$ cat config.mk
export PLATFORM = sky130hd
export DESIGN_NAME = csr_index_engine
export DESIGN_NICKNAME = d
export VERILOG_FILES = /design/src/csr_index_pkg.sv /design/src/stream_register.sv /design/src/csr_config_loader.sv /design/src/csr_request_generator.sv /design/src/csr_index_collector.sv /design/src/csr_index_engine.sv
export VERILOG_INCLUDE_DIRS = /design/src /design/src/src
export SDC_FILE = /design/constraint.sdc
export NUM_CORES = 1
export LEC_CHECK = 0
export BUFFER_PORTS_ARGS = -buffer_cell sky130_fd_sc_hd__clkbuf_2
export CAP_MARGIN = 20
export CORE_ASPECT_RATIO = 0.9
export CORE_MARGIN = 5
export CORE_UTILIZATION = 45
export CTS_BUF_LIST = sky130_fd_sc_hd__clkbuf_4 sky130_fd_sc_hd__clkbuf_8 sky130_fd_sc_hd__clkbuf_16
export CTS_CLUSTER_DIAMETER = 100
export DETAILED_ROUTE_END_ITERATION = 8
export PLACE_DENSITY_LB_ADDON = 0.2
export SLEW_MARGIN = 10
export SYNTH_ARGS = -nofsm -noshare
export SYNTH_HDL_FRONTEND = slang
export SYNTH_SLANG_ARGS = --single-unit
$ cat constraint.sdc
create_clock -name ap_clk -period 4.3 [get_ports ap_clk]
set_input_delay 0.43 -clock ap_clk [delete_from_list [all_inputs] [get_ports ap_clk]]
set_output_delay 0.43 -clock ap_clk [all_outputs]
set_load 0.005 [all_outputs]
$ cat src/csr_index_params.svh
// Width and depth macros for the CSR index engine, included by the package and the RTL
`ifndef CSR_INDEX_PARAMS_SVH
`define CSR_INDEX_PARAMS_SVH

// ------------------------------
// Datapath widths
// ------------------------------

// Byte address toward memory
`define CSR_ADDR_WIDTH 32

// Response data word and engine packet value
`define CSR_DATA_WIDTH 32

// Vertex index, also used as the request tag
`define CSR_INDEX_WIDTH 16

// ------------------------------
// Flow control
// ------------------------------

// Requests in flight before the generator stalls
`define CSR_OUTSTANDING_MAX 8

`endif

$ cat src/csr_index_pkg.sv
// Packed struct and enum types shared by all CSR index engine modules and the testbench
`include "csr_index_params.svh"

package csr_index_pkg;

    // ------------------------------
    // Encodings
    // ------------------------------

    // Which consumer a memory response belongs to
    typedef enum logic [0:0] {
        DEST_CONFIG    = 1'b0,
        DEST_GENERATOR = 1'b1
    } csr_dest_e;

    // Setup field carried by a config response
    typedef enum logic [1:0] {
        FIELD_INDEX_START   = 2'd0,
        FIELD_INDEX_END     = 2'd1,
        FIELD_ARRAY_POINTER = 2'd2,
        FIELD_ARRAY_STRIDE  = 2'd3
    } csr_field_e;

    // ------------------------------
    // Stream payloads
    // ------------------------------

    // Field only matters for config beats, tag only for generator beats
    typedef struct packed {
        csr_dest_e                   dest;
        csr_field_e                  field;
        logic [`CSR_INDEX_WIDTH-1:0] tag;
        logic [`CSR_DATA_WIDTH-1:0]  data;
    } memory_response_t;

    // Read request, tagged with the vertex index
    typedef struct packed {
        logic [`CSR_ADDR_WIDTH-1:0]  address;
        logic [`CSR_INDEX_WIDTH-1:0] tag;
    } memory_request_t;

    // Result handed to the next engine
    typedef struct packed {
        logic [`CSR_INDEX_WIDTH-1:0] vertex_index;
        logic [`CSR_DATA_WIDTH-1:0]  value;
    } engine_packet_t;

    // Setup of one run, range is half open
    typedef struct packed {
        logic [`CSR_INDEX_WIDTH-1:0] index_start;
        logic [`CSR_INDEX_WIDTH-1:0] index_end;
        logic [`CSR_ADDR_WIDTH-1:0]  array_pointer;
        logic [`CSR_DATA_WIDTH-1:0]  array_stride;
    } csr_config_t;

endpackage

$ cat src/stream_register.sv
// Registered valid/ready stage with a one-beat skid slot, instantiated per stream payload type
`timescale 1ns/10ps

module stream_register #(
    parameter type payload_t = logic
) (
    input  logic     ap_clk,
    input  logic     areset_csr_engine,
    input  logic     in_valid,
    output logic     in_ready,
    input  payload_t in_payload,
    output logic     out_valid,
    input  logic     out_ready,
    output payload_t out_payload
);

    logic     skid_valid;
    payload_t skid_payload;
    logic     main_free;

    // Main slot can take a beat this cycle
    assign main_free = out_ready || !out_valid;

    // Ready only from local state, so the path is cut here
    assign in_ready = !skid_valid;

    // ------------------------------
    // Control
    // ------------------------------
    always_ff @(posedge ap_clk) begin
        if (areset_csr_engine) begin
            out_valid  <= 1'b0;
            skid_valid <= 1'b0;
        end else if (main_free) begin
            // Drain skid first, else take the input directly
            if (skid_valid) begin
                out_valid  <= 1'b1;
                skid_valid <= 1'b0;
            end else begin
                out_valid <= in_valid;
            end
        end else if (in_valid && in_ready) begin
            // Output stalled, park the beat
            skid_valid <= 1'b1;
        end
    end

    // ------------------------------
    // Payload
    // ------------------------------
    always_ff @(posedge ap_clk) begin
        if (main_free) begin
            out_payload <= skid_valid ? skid_payload : in_payload;
        end
        // Only meaningful when skid_valid gets set
        if (in_ready) begin
            skid_payload <= in_payload;
        end
    end

endmodule

$ cat src/csr_config_loader.sv
// Steers memory responses by destination, loads the run setup and forwards data beats on
`timescale 1ns/10ps
`include "csr_index_params.svh"

module csr_config_loader (
    input  logic                          ap_clk,
    input  logic                          areset_csr_engine,
    input  logic                          response_valid,
    output logic                          response_ready,
    input  csr_index_pkg::memory_response_t response,
    output logic                          data_valid,
    input  logic                          data_ready,
    output csr_index_pkg::memory_response_t data,
    output csr_index_pkg::csr_config_t    csr_config,
    output logic                          config_valid
);

    logic       config_accept;
    logic [3:0] seen_mask;
    logic [3:0] seen_next;

    // ------------------------------
    // Routing
    // ------------------------------

    // Generator beats go straight through
    assign data_valid = response_valid && (response.dest == csr_index_pkg::DEST_GENERATOR);
    assign data       = response;

    // Config beats are always taken
    assign response_ready = (response.dest == csr_index_pkg::DEST_CONFIG) ? 1'b1 : data_ready;
    assign config_accept  = response_valid && (response.dest == csr_index_pkg::DEST_CONFIG);

    // Mask including the beat now arriving
    assign seen_next = seen_mask | (4'b0001 << response.field);

    // ------------------------------
    // Field tracking
    // ------------------------------
    always_ff @(posedge ap_clk) begin
        if (areset_csr_engine) begin
            seen_mask    <= 4'b0000;
            config_valid <= 1'b0;
        end else if (config_accept) begin
            seen_mask <= seen_next;
            // Sticky once all four fields are in
            if (&seen_next) begin
                config_valid <= 1'b1;
            end
        end
    end

    // ------------------------------
    // Field registers
    // ------------------------------
    always_ff @(posedge ap_clk) begin
        if (config_accept) begin
            // Repeats simply overwrite, last one wins
            case (response.field)
                csr_index_pkg::FIELD_INDEX_START:
                    csr_config.index_start <= response.data[`CSR_INDEX_WIDTH-1:0];
                csr_index_pkg::FIELD_INDEX_END:
                    csr_config.index_end <= response.data[`CSR_INDEX_WIDTH-1:0];
                csr_index_pkg::FIELD_ARRAY_POINTER:
                    csr_config.array_pointer <= response.data[`CSR_ADDR_WIDTH-1:0];
                default:
                    csr_config.array_stride <= response.data;
            endcase
        end
    end

endmodule

$ cat src/csr_request_generator.sv
// Walks the configured vertex range and issues one tagged memory read per index
`timescale 1ns/10ps
`include "csr_index_params.svh"

module csr_request_generator (
    input  logic                         ap_clk,
    input  logic                         areset_csr_engine,
    input  csr_index_pkg::csr_config_t   csr_config,
    input  logic                         config_valid,
    input  logic                         collector_full,
    output logic                         request_valid,
    input  logic                         request_ready,
    output csr_index_pkg::memory_request_t request,
    output logic                         issue_pulse
);

    logic                        started;
    logic                        running;
    logic                        start_run;
    logic                        request_accept;
    logic [`CSR_INDEX_WIDTH-1:0] current_index;
    logic [`CSR_INDEX_WIDTH-1:0] next_index;
    logic [`CSR_ADDR_WIDTH-1:0]  current_address;

    // One-time load on the first cycle of config_valid
    assign start_run = config_valid && !started;

    // ------------------------------
    // Request stream
    // ------------------------------

    // Stall while the collector has too many in flight
    assign request_valid   = running && !collector_full;
    assign request_accept  = request_valid && request_ready;
    assign issue_pulse     = request_accept;
    assign request.address = current_address;
    assign request.tag     = current_index;
    assign next_index      = current_index + 1'b1;

    // ------------------------------
    // Index walk
    // ------------------------------
    always_ff @(posedge ap_clk) begin
        if (areset_csr_engine) begin
            started       <= 1'b0;
            running       <= 1'b0;
            current_index <= '0;
        end else if (start_run) begin
            started       <= 1'b1;
            // Empty or inverted range never runs
            running       <= (csr_config.index_start < csr_config.index_end);
            current_index <= csr_config.index_start;
        end else if (request_accept) begin
            current_index <= next_index;
            // Last index issued, stop until reset
            if (next_index == csr_config.index_end) begin
                running <= 1'b0;
            end
        end
    end

    // Running address, pointer plus offset times stride
    always_ff @(posedge ap_clk) begin
        if (start_run) begin
            current_address <= csr_config.array_pointer;
        end else if (request_accept) begin
            current_address <= current_address + csr_config.array_stride[`CSR_ADDR_WIDTH-1:0];
        end
    end

endmodule

$ cat src/csr_index_collector.sv
// Turns data responses into engine packets, tracks requests in flight and flags run completion
`timescale 1ns/10ps
`include "csr_index_params.svh"

module csr_index_collector (
    input  logic                          ap_clk,
    input  logic                          areset_csr_engine,
    input  csr_index_pkg::csr_config_t    csr_config,
    input  logic                          config_valid,
    input  logic                          issue_pulse,
    input  logic                          data_valid,
    output logic                          data_ready,
    input  csr_index_pkg::memory_response_t data,
    output logic                          packet_valid,
    input  logic                          packet_ready,
    output csr_index_pkg::engine_packet_t packet,
    output logic                          collector_full,
    output logic                          done
);

    localparam int OUTSTANDING_WIDTH = $clog2(`CSR_OUTSTANDING_MAX + 1);

    logic [OUTSTANDING_WIDTH-1:0] outstanding;
    logic [`CSR_INDEX_WIDTH-1:0]  returned_count;
    logic [`CSR_INDEX_WIDTH-1:0]  returned_next;
    logic [`CSR_INDEX_WIDTH-1:0]  expected_count;
    logic                         packet_accept;
    logic                         empty_range;

    // ------------------------------
    // Packet mapping
    // ------------------------------

    // Tag is the vertex index, data the value read
    assign packet_valid        = data_valid;
    assign data_ready          = packet_ready;
    assign packet.vertex_index = data.tag;
    assign packet.value        = data.data;
    assign packet_accept       = packet_valid && packet_ready;

    // ------------------------------
    // Outstanding requests
    // ------------------------------
    assign collector_full = (outstanding == OUTSTANDING_WIDTH'(`CSR_OUTSTANDING_MAX));

    always_ff @(posedge ap_clk) begin
        if (areset_csr_engine) begin
            outstanding <= '0;
        end else begin
            // Issue and return in the same cycle cancel out
            case ({issue_pulse, packet_accept})
                2'b10:   outstanding <= outstanding + 1'b1;
                2'b01:   outstanding <= outstanding - 1'b1;
                default: outstanding <= outstanding;
            endcase
        end
    end

    // ------------------------------
    // Completion
    // ------------------------------
    assign expected_count = csr_config.index_end - csr_config.index_start;
    assign empty_range    = (csr_config.index_end <= csr_config.index_start);
    assign returned_next  = returned_count + 1'b1;

    always_ff @(posedge ap_clk) begin
        if (areset_csr_engine) begin
            returned_count <= '0;
            done           <= 1'b0;
        end else begin
            if (packet_accept) begin
                returned_count <= returned_next;
            end
            // Nothing to fetch, or last response just went out
            if (config_valid && (empty_range ||
                (packet_accept && (returned_next == expected_count)))) begin
                done <= 1'b1;
            end
        end
    end

endmodule

$ cat src/csr_index_engine.sv
// Top level of the CSR index engine, chaining input stage, config, generator and collector
`timescale 1ns/10ps

module csr_index_engine (
    input  logic                          ap_clk,
    input  logic                          areset_csr_engine,
    input  logic                          memory_response_valid,
    output logic                          memory_response_ready,
    input  csr_index_pkg::memory_response_t memory_response,
    output logic                          memory_request_valid,
    input  logic                          memory_request_ready,
    output csr_index_pkg::memory_request_t  memory_request,
    output logic                          engine_packet_valid,
    input  logic                          engine_packet_ready,
    output csr_index_pkg::engine_packet_t   engine_packet,
    output logic                          done
);

    // ------------------------------
    // Internal streams
    // ------------------------------

    // Registered response into the loader
    logic                            response_valid;
    logic                            response_ready;
    csr_index_pkg::memory_response_t response;

    // Generator beats toward the collector
    logic                            data_valid;
    logic                            data_ready;
    csr_index_pkg::memory_response_t data;

    csr_index_pkg::csr_config_t      csr_config;
    logic                            config_valid;

    // Generator to output stage
    logic                            request_valid;
    logic                            request_ready;
    csr_index_pkg::memory_request_t  request;
    logic                            issue_pulse;
    logic                            collector_full;

    // Collector to output stage
    logic                            packet_valid;
    logic                            packet_ready;
    csr_index_pkg::engine_packet_t   packet;
    logic                            collector_done;

    // Done only once the last packet has left the output stage
    assign done = collector_done && !engine_packet_valid;

    // ------------------------------
    // Input stage
    // ------------------------------
    stream_register #(
        .payload_t(csr_index_pkg::memory_response_t)
    ) response_stage (
        .ap_clk            (ap_clk),
        .areset_csr_engine (areset_csr_engine),
        .in_valid          (memory_response_valid),
        .in_ready          (memory_response_ready),
        .in_payload        (memory_response),
        .out_valid         (response_valid),
        .out_ready         (response_ready),
        .out_payload       (response)
    );

    csr_config_loader config_loader (
        .ap_clk            (ap_clk),
        .areset_csr_engine (areset_csr_engine),
        .response_valid    (response_valid),
        .response_ready    (response_ready),
        .response          (response),
        .data_valid        (data_valid),
        .data_ready        (data_ready),
        .data              (data),
        .csr_config        (csr_config),
        .config_valid      (config_valid)
    );

    // ------------------------------
    // Request path
    // ------------------------------
    csr_request_generator request_generator (
        .ap_clk            (ap_clk),
        .areset_csr_engine (areset_csr_engine),
        .csr_config        (csr_config),
        .config_valid      (config_valid),
        .collector_full    (collector_full),
        .request_valid     (request_valid),
        .request_ready     (request_ready),
        .request           (request),
        .issue_pulse       (issue_pulse)
    );

    stream_register #(
        .payload_t(csr_index_pkg::memory_request_t)
    ) request_stage (
        .ap_clk            (ap_clk),
        .areset_csr_engine (areset_csr_engine),
        .in_valid          (request_valid),
        .in_ready          (request_ready),
        .in_payload        (request),
        .out_valid         (memory_request_valid),
        .out_ready         (memory_request_ready),
        .out_payload       (memory_request)
    );

    // ------------------------------
    // Response path
    // ------------------------------
    csr_index_collector index_collector (
        .ap_clk            (ap_clk),
        .areset_csr_engine (areset_csr_engine),
        .csr_config        (csr_config),
        .config_valid      (config_valid),
        .issue_pulse       (issue_pulse),
        .data_valid        (data_valid),
        .data_ready        (data_ready),
        .data              (data),
        .packet_valid      (packet_valid),
        .packet_ready      (packet_ready),
        .packet            (packet),
        .collector_full    (collector_full),
        .done              (collector_done)
    );

    stream_register #(
        .payload_t(csr_index_pkg::engine_packet_t)
    ) packet_stage (
        .ap_clk            (ap_clk),
        .areset_csr_engine (areset_csr_engine),
        .in_valid          (packet_valid),
        .in_ready          (packet_ready),
        .in_payload        (packet),
        .out_valid         (engine_packet_valid),
        .out_ready         (engine_packet_ready),
        .out_payload       (engine_packet)
    );

endmodule

==> impl_metrics.toml, run 1 <==
[floorplanning]
fp.dieW_um = 225
rows = 71
die_h_um = 204
io_pins = 156
die_area_um2 = 45900
initial_utilization_pct = 45.2
core_area_um2 = 41500

[routing]
routed_via_density = 5.18
routed_wl_um = 40500
drtIter0Drc = 844
drt-wirelength-per-cell_um = 19.0
vias = 11100
ant_nets = 0
firstDrtPassIters = 4
drc_errors = 0

[clock_tree]
cts_tree = "built"
cts_buffers = 48
cts_max_path_buffers = 3
clk_latency_ns = 0.57
cts-root-buf = "clkbuf_16"
post_cts_resized = 0
post_cts_buffers = 0
h-tree-depth = 2
hold_buffers = 0
cts_sinks = 472
clk_pin_slew_ns = 0.06

[sta]
report.final.slew_viol_count = 0
hold_violations = 0
tns_ns = 0
finalSetupViolations = 0
worst_slew_pin_slew_ns = 0.920
rsz0062_at_grt = "no"
finalWorstPathRequiredPeriod_ns = 3.13
fin_skew_ns = 0.0159
relSlewSlack_pct = 38.7
fmax_mhz = 320
period_share_pct = 72.7

[grt]
grt_max_degree = 68
antenna_found_initial = 8
grt_overflow_total = 0
grt_pass1_wl_um = 62900
grtUsageTotal_pct = 17.5
grt_pass1_vias = 10900

[setup_path]
reg2regPathDepth = 12
crit_end = "request_generator.current_address[26]$_DFFE_PP_"
r2r-start = "request_generator.current_address[0]$_DFFE_PP_"
slowest_stage = "a2111oi_2"
critical_path_class = "reg2reg"
r2r_slack_ns = 1.17
crit_fanout = 5
worstPathCellList = "ha_1 > inv_1 > fa_1 > nor2b_1 > o2111ai_1 > a2111oi_2 > o21ai_1 > o21ai_2 > a21boi_1 > o31ai_2 > xnor2_1 > a21oi_1"
worst_ep_arrival_time_ns = 3.42
cp-end-kind = "flip-flop"
start_kind = "flip-flop"
startpoint = "request_generator.current_address[0]$_DFFE_PP_"
rr_endpoint = "request_generator.current_address[26]$_DFFE_PP_"
critPathRequiredTime_ns = 4.59
max_stage_delay_ns = 0.43

[yosys]
synthArstFlopShare_pct = 0
avgSynthCellArea_um2 = 13.6
synth_top_area_cell = "edfxtp_1"
syn_area_um2 = 18800
synth_edf_count = 275
synth_top_area_share_pct = 44.0
syn_inst = 1382
yosys_warnings = 0
ys_seq_area_share_pct = 65.0
synth.area.top_cells = "edfxtp_1, dfxtp_1, mux2_2, ha_1, xnor2_1"
synth-seq-cells = 472
synth_nets = 1494
yosysUniqueCellTypes = 76
synth_ff_type = "edfxtp_1"

[power]
combinationalPowerShare_pct = 2.4
powerDensity_nw_per_um2 = 430
ir_drop_mv = 0.310
power.leakage_nw = 8.36
p_sw_mw = 1.85
cell_internal_pwr_mw = 7.53
seqPwrFrac_pct = 52.9
p_clk_share_pct = 44.7
swShare_pct = 19.7

[place]
io_buffers = 155
gp_congestion = 0.868
hpwl_um = 28400
postPlaceCellArea_um2 = 20200

[finish]
fin_area_um2 = 21800
syn_to_final_growth_pct = 16.1
drive_gt1_share_pct = 27.4
fin_nets = 1663

[job]
cap_viol_max_count = 0

[outcome]
outcome = "completed"

[hold_path]
hp-class = "in2reg"
==> routing by layer <==
layer | GRT usage, % | wire length [µm] | share of wire, %
met1 | 26.6 | 19800 | 49
met5 | 0 | 48 | 0.12
met2 | 24.8 | 16900 | 42
met3 | 4.65 | 2980 | 7.3
met4 | 4.80 | 821 | 2.0
==> flip-flops by register name, summed over array words and instances, names as in the netlist, 4 cells and up <==
signal,flops
request_stage.skid_payload,48
packet_stage.skid_payload,48
request_generator.current_index,16
request_generator.current_address,32
packet_stage.out_payload,48
request_stage.out_payload,48
config_loader.seen_mask,4
index_collector.outstanding,4
response_stage.skid_payload,51
response_stage.out_payload,51
config_loader.csr_config,96
index_collector.returned_count,16
==> worst max-delay path, delay by kind of cell (launching register included) <==
kind	cells	cell delay (ns)
AOI/OAI and AO/OA	7	1.53
adders and majority gates	2	0.59
DFF	1	0.34
and+or+nand+nor	1	0.18
xor gates and xnor gates	1	0.14
buffers and inverters	1	0.06
==> cells by family after synthesis <==
family	share of synthesized area, %
compound gates	7.61
xor+xnor	5.45
fa+ha+maj	3.85
buf+inv	1.95
flops	65.0
mux	8.87
simple gates	7.27
==> cell type report <==
cell class,count,area [µm²]
well taps,547,684
fillers,3521,19700
clock buffers,68,1410
multi-input cells,818,6230
flip-flops and latches,472,12200
clock inverters,21,214
inverters,42,158
repair buffers,169,893
diodes,1,2.50
==> worst min-delay path by stage <==
| stage | start | endpoint | slack (ns) | cells after the start |
|---|---|---|---|---|
| after floorplan | config_loader.seen_mask[2]$_SDFFE_PP0P_ | config_loader.seen_mask[2]$_SDFFE_PP0P_ | 0.43 | 2 |
| final | memory_response[10] | response_stage.skid_payload[10]$_DFF_P_ | 0.1 | 2 |
| after detailed placement | config_loader.seen_mask[2]$_SDFFE_PP0P_ | config_loader.seen_mask[2]$_SDFFE_PP0P_ | 0.45 | 2 |
| after global placement | config_loader.seen_mask[2]$_SDFFE_PP0P_ | config_loader.seen_mask[2]$_SDFFE_PP0P_ | 0.44 | 2 |
| after global routing | memory_response[14] | response_stage.skid_payload[14]$_DFF_P_ | 0.08 | 2 |
| after CTS | memory_response[17] | response_stage.skid_payload[17]$_DFF_P_ | 0.06 | 2 |
==> cells in the mapped netlist, drive strengths merged, types with 5 or more instances <==
cell type / instances
nand2b: 11
o21ai: 42
ha: 53
o21a: 9
edfxtp: 275
nor2: 85
a211oi: 16
xor2: 48
nand3: 22
a21oi: 65
o31ai: 7
clkbuf: 35
nor2b: 11
mux2: 146
dfxtp: 197
and3: 7
or2: 7
or3: 12
inv: 42
nand2: 78
nor3: 24
a21o: 20
nand4: 15
a2111oi: 5
buf: 15
a31oi: 5
xnor2: 68
==> layout by cell type, fill, tap and decap left out, types with 4 or more instances in the layout <==
master / n
buf_4: 13
nand2b_1: 8
edfxtp_1: 275
clkinv_2: 8
clkbuf_8: 6
xor2_1: 48
a211oi_1: 16
clkinv_1: 4
nand2_1: 77
inv_1: 41
o21a_1: 9
nand4_1: 15
mux2_2: 146
or2_2: 4
o21bai_1: 4
clkbuf_16: 49
ha_1: 53
nand3_1: 19
nor2b_1: 10
nor2_1: 82
o21ai_0: 31
xnor2_1: 67
bufinv_16: 4
clkbuf_4: 13
nor3_1: 22
a21oi_1: 65
a311oi_1: 4
o31ai_1: 6
or3_1: 12
o21ai_1: 10
clkbuf_2: 155
dfxtp_1: 194
a21o_1: 20
and3_1: 7
==> through the flow <==
step                      setup slack [ns]  hold WS [ns]  util, %  instances  power [mW]
final                                 1.17        0.0985     52.5       2138        9.38
after global routing                 0.961        0.0794     52.5       2137        9.71
after CTS                             1.19        0.0592     52.5       2136        9.50
after detailed placement              1.18         0.447     48.6       2047        5.28
after global placement                1.24         0.436     48.6       2047        5.27
after floorplan                      0.626         0.427        -       1382        5.15
==> power groups by stage <==
| stage | logic, mW | registers (mW) | clock network, mW |
|---|---|---|---|
| after floorplan | 0.129 | 5.02 | 0 |
| after global placement | 0.222 | 5.05 | 0 |
| after detailed placement | 0.229 | 5.05 | 0 |
| after CTS | 0.230 | 4.96 | 4.32 |
| after global routing | 0.252 | 4.97 | 4.49 |
| final | 0.225 | 4.96 | 4.20 |
(Power assumes the default switching activity.)
==> run 2, diff against run 1 <==
Settings changed: ABC_AREA from default to 1.
Clock period 4.3 ns to 2.9 ns, I/O delays scaled along.
==> impl_metrics.toml, run 2 <==
[routing]
ant_nets = 0
routed_via_density = 5.05
drc_errors = 0
firstDrtPassIters = 5
vias = 13600
drtIter0Drc = 1030
routed_wl_um = 47500
drt-wirelength-per-cell_um = 17.6

[setup_path]
worst-path-buf-inv = 2
worstPathCellList = "ha_1 > inv_1 > fa_1 > o21ai_2 > a21oi_1 > inv_1 > nand2_1 > nand2_1 > nand2_1 > a31oi_1 > xor2_1 > nand2_1 > nand2_1"
cpMostUsedCell = "nand2_1"
cp-end-kind = "flip-flop"
start_kind = "flip-flop"
crit_end = "request_generator.current_address[20]$_DFFE_PP_"
r2r-start = "request_generator.current_address[0]$_DFFE_PP_"
startpoint = "request_generator.current_address[0]$_DFFE_PP_"
critical_path_class = "reg2reg"
cp_num_cells = 13
crit_fanout = 5
max_stage_delay_ns = 0.43
rr_endpoint = "request_generator.current_address[20]$_DFFE_PP_"
slowest_stage = "fa_1"
reg2regPathDepth = 13
crit_family = "adder cells"
worst_ep_arrival_time_ns = 2.86
critPathRequiredTime_ns = 3.23
r2r_slack_ns = 0.38

[finish]
final_common_cell = "nand2_1"
final_cell_mix = "nand2_1, edfxtp_1, dfxtp_1"
fin_area_um2 = 23100
drive_gt1_share_pct = 18.5
reg_top3 = "config_loader.csr_config: 96 flops, response_stage.out_payload: 51 flops, response_stage.skid_payload: 51 flops"
syn_to_final_growth_pct = 18.7
top_register = "config_loader.csr_config"
largest_reg_flops = 96
fin_nets = 2215

[yosys]
synth.area.top_cells = "edfxtp_1, dfxtp_1, nand2_1, mux2_2, ha_1"
synthArstFlopShare_pct = 0
synth_top_area_cell = "edfxtp_1"
synthTopCellsByCount = "nand2_1, edfxtp_1, dfxtp_1, inv_1, nor2_1"
avgSynthCellArea_um2 = 10.4
ys_seq_area_share_pct = 62.7
syn_inst = 1867
yosysUniqueCellTypes = 50
synth-seq-cells = 472
synth_top_area_share_pct = 42.4
yosys_warnings = 0
synth_ff_type = "edfxtp_1"
yosysMostFrequentCell = "nand2_1"
synth_nets = 1979
syn_area_um2 = 19500
synth_edf_count = 275

[grt]
grt_overflow_total = 0
grt_max_degree = 65
grt_pass1_wl_um = 74100
antenna_found_initial = 3
grt_pass1_vias = 13200
grtUsageTotal_pct = 19.6

[clock_tree]
clk_pin_slew_ns = 0.06
post_cts_resized = 0
cts_sinks = 472
cts-root-buf = "clkbuf_16"
cts_tree = "built"
h-tree-depth = 2
cts_max_path_buffers = 3
clk_latency_ns = 0.58
cts_buffers = 47

[sta]
worst_slew_pin_slew_ns = 0.824
rsz0062_at_grt = "no"
fin_skew_ns = 0.0162
fmax_mhz = 396
finalWorstPathRequiredPeriod_ns = 2.52
report.final.slew_viol_count = 0
hold_violations = 0
relSlewSlack_pct = 45.1
period_share_pct = 87.0
finalSetupViolations = 0
whs_ns = 0.240

[power]
ir_drop_mv = 0.504
power.leakage_nw = 9.71
powerDensity_nw_per_um2 = 602

[floorplanning]
initial_utilization_pct = 45.4
rows = 72
core_area_um2 = 42900
fp.dieW_um = 229
die_h_um = 207
io_pins = 156
die_area_um2 = 47500

[place]
hpwl_um = 33500
postPlaceCellArea_um2 = 21000
io_buffers = 155
gp_congestion = 0.894

[job]
cap_viol_max_count = 0

[outcome]
outcome = "completed"

[hold_path]
hp-class = "in2reg"
run 2: changes by cell type in the layout (fill, tap and decap cells not counted), moves of 13 or more:
cell	previous run	this run
mux2_2	146	81
dlygate4sd3_1	0	53
nand3_1	19	88
inv_1	41	150
xnor2_1	67	13
a211oi_1	16	2
a21o_1	20	7
o21ai_0	31	65
a31oi_1	3	24
xor2_1	48	14
nor2_1	82	113
nand2_1	77	536
run 2: how the worst min path moves through the flow:
stage	slack, ns	from	endpoint	cells past startpoint
2_1_floorplan	0.41	memory_response[0]	response_stage.skid_payload[0]$_DFF_P_	2
5_1_grt	0.25	areset_csr_engine	config_loader.seen_mask[0]$_SDFFE_PP0P_	3
3_3_place_gp	0.43	response_stage.skid_payload[13]$_DFF_P_	response_stage.skid_payload[13]$_DFF_P_	2
3_5_place_dp	0.44	response_stage.skid_payload[40]$_DFF_P_	response_stage.skid_payload[40]$_DFF_P_	2
6_report	0.24	areset_csr_engine	config_loader.seen_mask[1]$_SDFFE_PP0P_	3
4_1_cts	0.21	areset_csr_engine	config_loader.seen_mask[1]$_SDFFE_PP0P_	3
run 2: report_power, final:
group	internal (mW)	switching, mW	leakage, nW	total (mW)
combinational	0.210	0.245	4.54	0.454
clock	3.54	2.55	0.790	6.09
sequential	7.26	0.115	4.38	7.37
total	11.0	2.91	9.71	13.9
run 2: layout make-up:
type,count,area [µm²]
Fill cell,3807,19800
Sequential cell,472,12200
Multi-Input combinational cell,1188,6530
Timing Repair Buffer,230,1500
Clock buffer,75,1450
Tap cell,555,694
Inverter,164,616
Clock inverter,13,120
Antenna cell,2,5.00
run 2: routing by layer:
| metal | global-route usage [%] | wire length (µm) | up-vias |
|---|---|---|---|
| met4 | 4.58 | 777 | 0 |
| met5 | 0 | 0 | - |
| met2 | 29.5 | 20400 | 388 |
| li1 | - | - | 6790 |
| met3 | 3.73 | 3220 | 52 |
| met1 | 29.5 | 23100 | 6400 |
run 2: cell families after synthesis:
logic type	Yosys count	share of synthesized area, %
adder cells (fa/ha/maj)	56	3.71
AND/OR/NAND/NOR	822	17.6
XOR/XNOR	30	1.53
flip-flops	472	62.7
multiplexers	81	4.68
buffers and inverters	207	4.03
AO/OA/AOI/OAI	199	5.75
run 2: stage by stage:
stage	utilization [%]	worst slack, ns	power [mW]	TNS, ns	std cells
global placement	49.0	0.419	7.90	0	2556
detailed placement	49.0	0.395	7.91	0	2556
finish	53.9	0.376	13.9	0	2699
floorplan	-	-0.423	7.69	-27.98	1867
CTS	53.9	0.381	14.1	0	2697
global route	53.9	0.177	14.4	0	2699
run 2: worst min-delay path, stage by stage:
cell and delay (ns):
clkbuf_2 0.09, buf_4 0.26, nor2_1 0.14
run 2: what timing repair did:
item | CTS | global route
hold buffers | 53 | 0
endpoints found under the hold margin | 91 | 0
setup endpoints to repair | 0 | 0
setup buffers | 0 | 0
==> run 3, diff against run 2 <==
Settings changed: GPL_TIMING_DRIVEN from default to 0.
==> impl_metrics.toml, run 3 (synthesis results as in run 2) <==
[finish]
reg_top3 = "config_loader.csr_config: 96 flops, response_stage.out_payload: 51 flops, response_stage.skid_payload: 51 flops"
top_register = "config_loader.csr_config"
syn_to_final_growth_pct = 19.4
final_common_cell = "nand2_1"
final_util_pct = 54.2
fill_cells = 3767
multi_input_area_um2 = 6540
drive_gt1_share_pct = 17.7
fin_nets = 2247
largest_reg_flops = 96
final_cell_mix = "nand2_1, edfxtp_1, dfxtp_1"
fin_area_um2 = 23200
seq_area_um2 = 12200

[place]
hpwl_um = 36800
gp_congestion = 0.927
io_buffers = 154
postPlaceCellArea_um2 = 21100

[setup_path]
critical_path_class = "reg2reg"
critPathRequiredTime_ns = 3.41
crit_family = "buffers and inverters"
crit_fanout = 10
cp_num_cells = 12
start_kind = "flip-flop"
reg2regPathDepth = 12
slowest_stage = "ha_1"
cp-end-kind = "flip-flop"
worstPathCellList = "clkbuf_1 > nor3_2 > clkbuf_2 > clkbuf_4 > ha_1 > ha_1 > nand2_1 > nor2_1 > a211oi_2 > xor2_1 > nand2_1 > a21oi_1"
max_stage_delay_ns = 0.31
worst_ep_arrival_time_ns = 3.16
worst-path-buf-inv = 3

[floorplanning]
core_area_um2 = 42900
io_pins = 156
fp.dieW_um = 229
die_h_um = 207
initial_utilization_pct = 45.4
rows = 72
die_area_um2 = 47500

[sta]
finalWorstPathRequiredPeriod_ns = 2.65
worst_slew_pin_slew_ns = 0.817
relSlewSlack_pct = 45.5
finalSetupViolations = 0
hold_violations = 0
report.final.slew_viol_count = 0
fmax_mhz = 378
tns_ns = 0
fin_skew_ns = 0.0233
rsz0062_at_grt = "no"
period_share_pct = 91.3

[power]
combinationalPowerShare_pct = 3.3
power.leakage_nw = 9.74
power_mw = 13.9
p_sw_mw = 2.93
p_clk_share_pct = 43.7
ir_drop_mv = 0.526
powerDensity_nw_per_um2 = 599
cell_internal_pwr_mw = 11.0
swShare_pct = 21.1
seqPwrFrac_pct = 53.0

[routing]
firstDrtPassIters = 5
routed_via_density = 5.03
drt-wirelength-per-cell_um = 18.0
drtIter0Drc = 1013
routed_wl_um = 49000
vias = 13700
drc_errors = 0
ant_nets = 0

[clock_tree]
cts_sinks = 472
cts_buffers = 47
clk_latency_ns = 0.59
cts_tree = "built"
h-tree-depth = 2
cts_max_path_buffers = 3
clk_pin_slew_ns = 0.06
cts-root-buf = "clkbuf_16"

[outcome]
outcome = "completed"

[grt]
antenna_found_initial = 1
grtUsageTotal_pct = 20.5
grt_pass1_wl_um = 77500
grt_overflow_total = 0
grt_pass1_vias = 13700
grt_max_degree = 51

[hold_path]
hold_depth = 2
hp-class = "in2reg"

[job]
cap_viol_max_count = 0
-- run 3: path summary, 6_finish.rpt --
check / slack [ns] / end / start
max: 0.25 / index_collector.outstanding[3]$_SDFFE_PP0P_ / packet_stage.skid_valid$_SDFFE_PP0P_
min: 0.21 / config_loader.seen_mask[2]$_SDFFE_PP0P_ / areset_csr_engine
max reg2reg: 0.25 / index_collector.outstanding[3]$_SDFFE_PP0P_ / packet_stage.skid_valid$_SDFFE_PP0P_
min reg2reg: 0.44 / response_stage.skid_payload[24]$_DFF_P_ / response_stage.skid_payload[24]$_DFF_P_
-- run 3: routing by layer --
metal  wire length, µm  up-vias  track usage [%]
met1             23700     6439             29.8
met5                 0        -                0
li1                  -     6847                -
met3              3130       60             4.23
met4              1040        0             5.33
met2             21200      372             31.5
-- run 3: what timing repair did --
item / in CTS / in global routing
resized for setup: 2 / 4
hold endpoints to repair: 94 / 0
hold buffers: 52 / 0
endpoints found under the setup margin: 3 / 3
setup buffers: 0 / 1
-- run 3: layout make-up --
class | instances | area share (%)
antenna | 1 | 0.0108
sequential | 472 | 52.5
buffer | 43 | 0.748
clock buffer | 64 | 5.90
clock inverter | 20 | 0.845
inverter | 164 | 2.65
timing repair buffer | 219 | 6.22
multi-input combinational | 1188 | 28.1
tap | 555 | 2.99
-- run 3: power groups by stage --
stage / Sequential, mW / Clock [mW] / Combinational [mW]
after floorplan: 7.46 / 0 / 0.227
after global placement: 7.51 / 0 / 0.385
after detailed placement: 7.52 / 0 / 0.399
after CTS: 7.38 / 6.21 / 0.460
after global routing: 7.39 / 6.48 / 0.518
final: 7.38 / 6.08 / 0.460
-- run 3: worst reg2reg max path: stages (launching register included) --
cell,delay [ns]
dfxtp_1,0.29
clkbuf_1,0.16
nor3_2,0.30
clkbuf_2,0.27
clkbuf_4,0.26
ha_1,0.27
ha_1,0.31
nand2_1,0.09
nor2_1,0.05
a211oi_2,0.20
xor2_1,0.18
nand2_1,0.07
a21oi_1,0.12
-- run 3: per-stage QoR --
step,hold WS (ns),setup slack [ns],instances
floorplan,0.409,-0.423,1867
global placement,0.430,-2.35,2576
detailed placement,0.434,-0.290,2588
CTS,0.173,0.0109,2724
global route,0.204,0.0309,2726
finish,0.205,0.252,2726
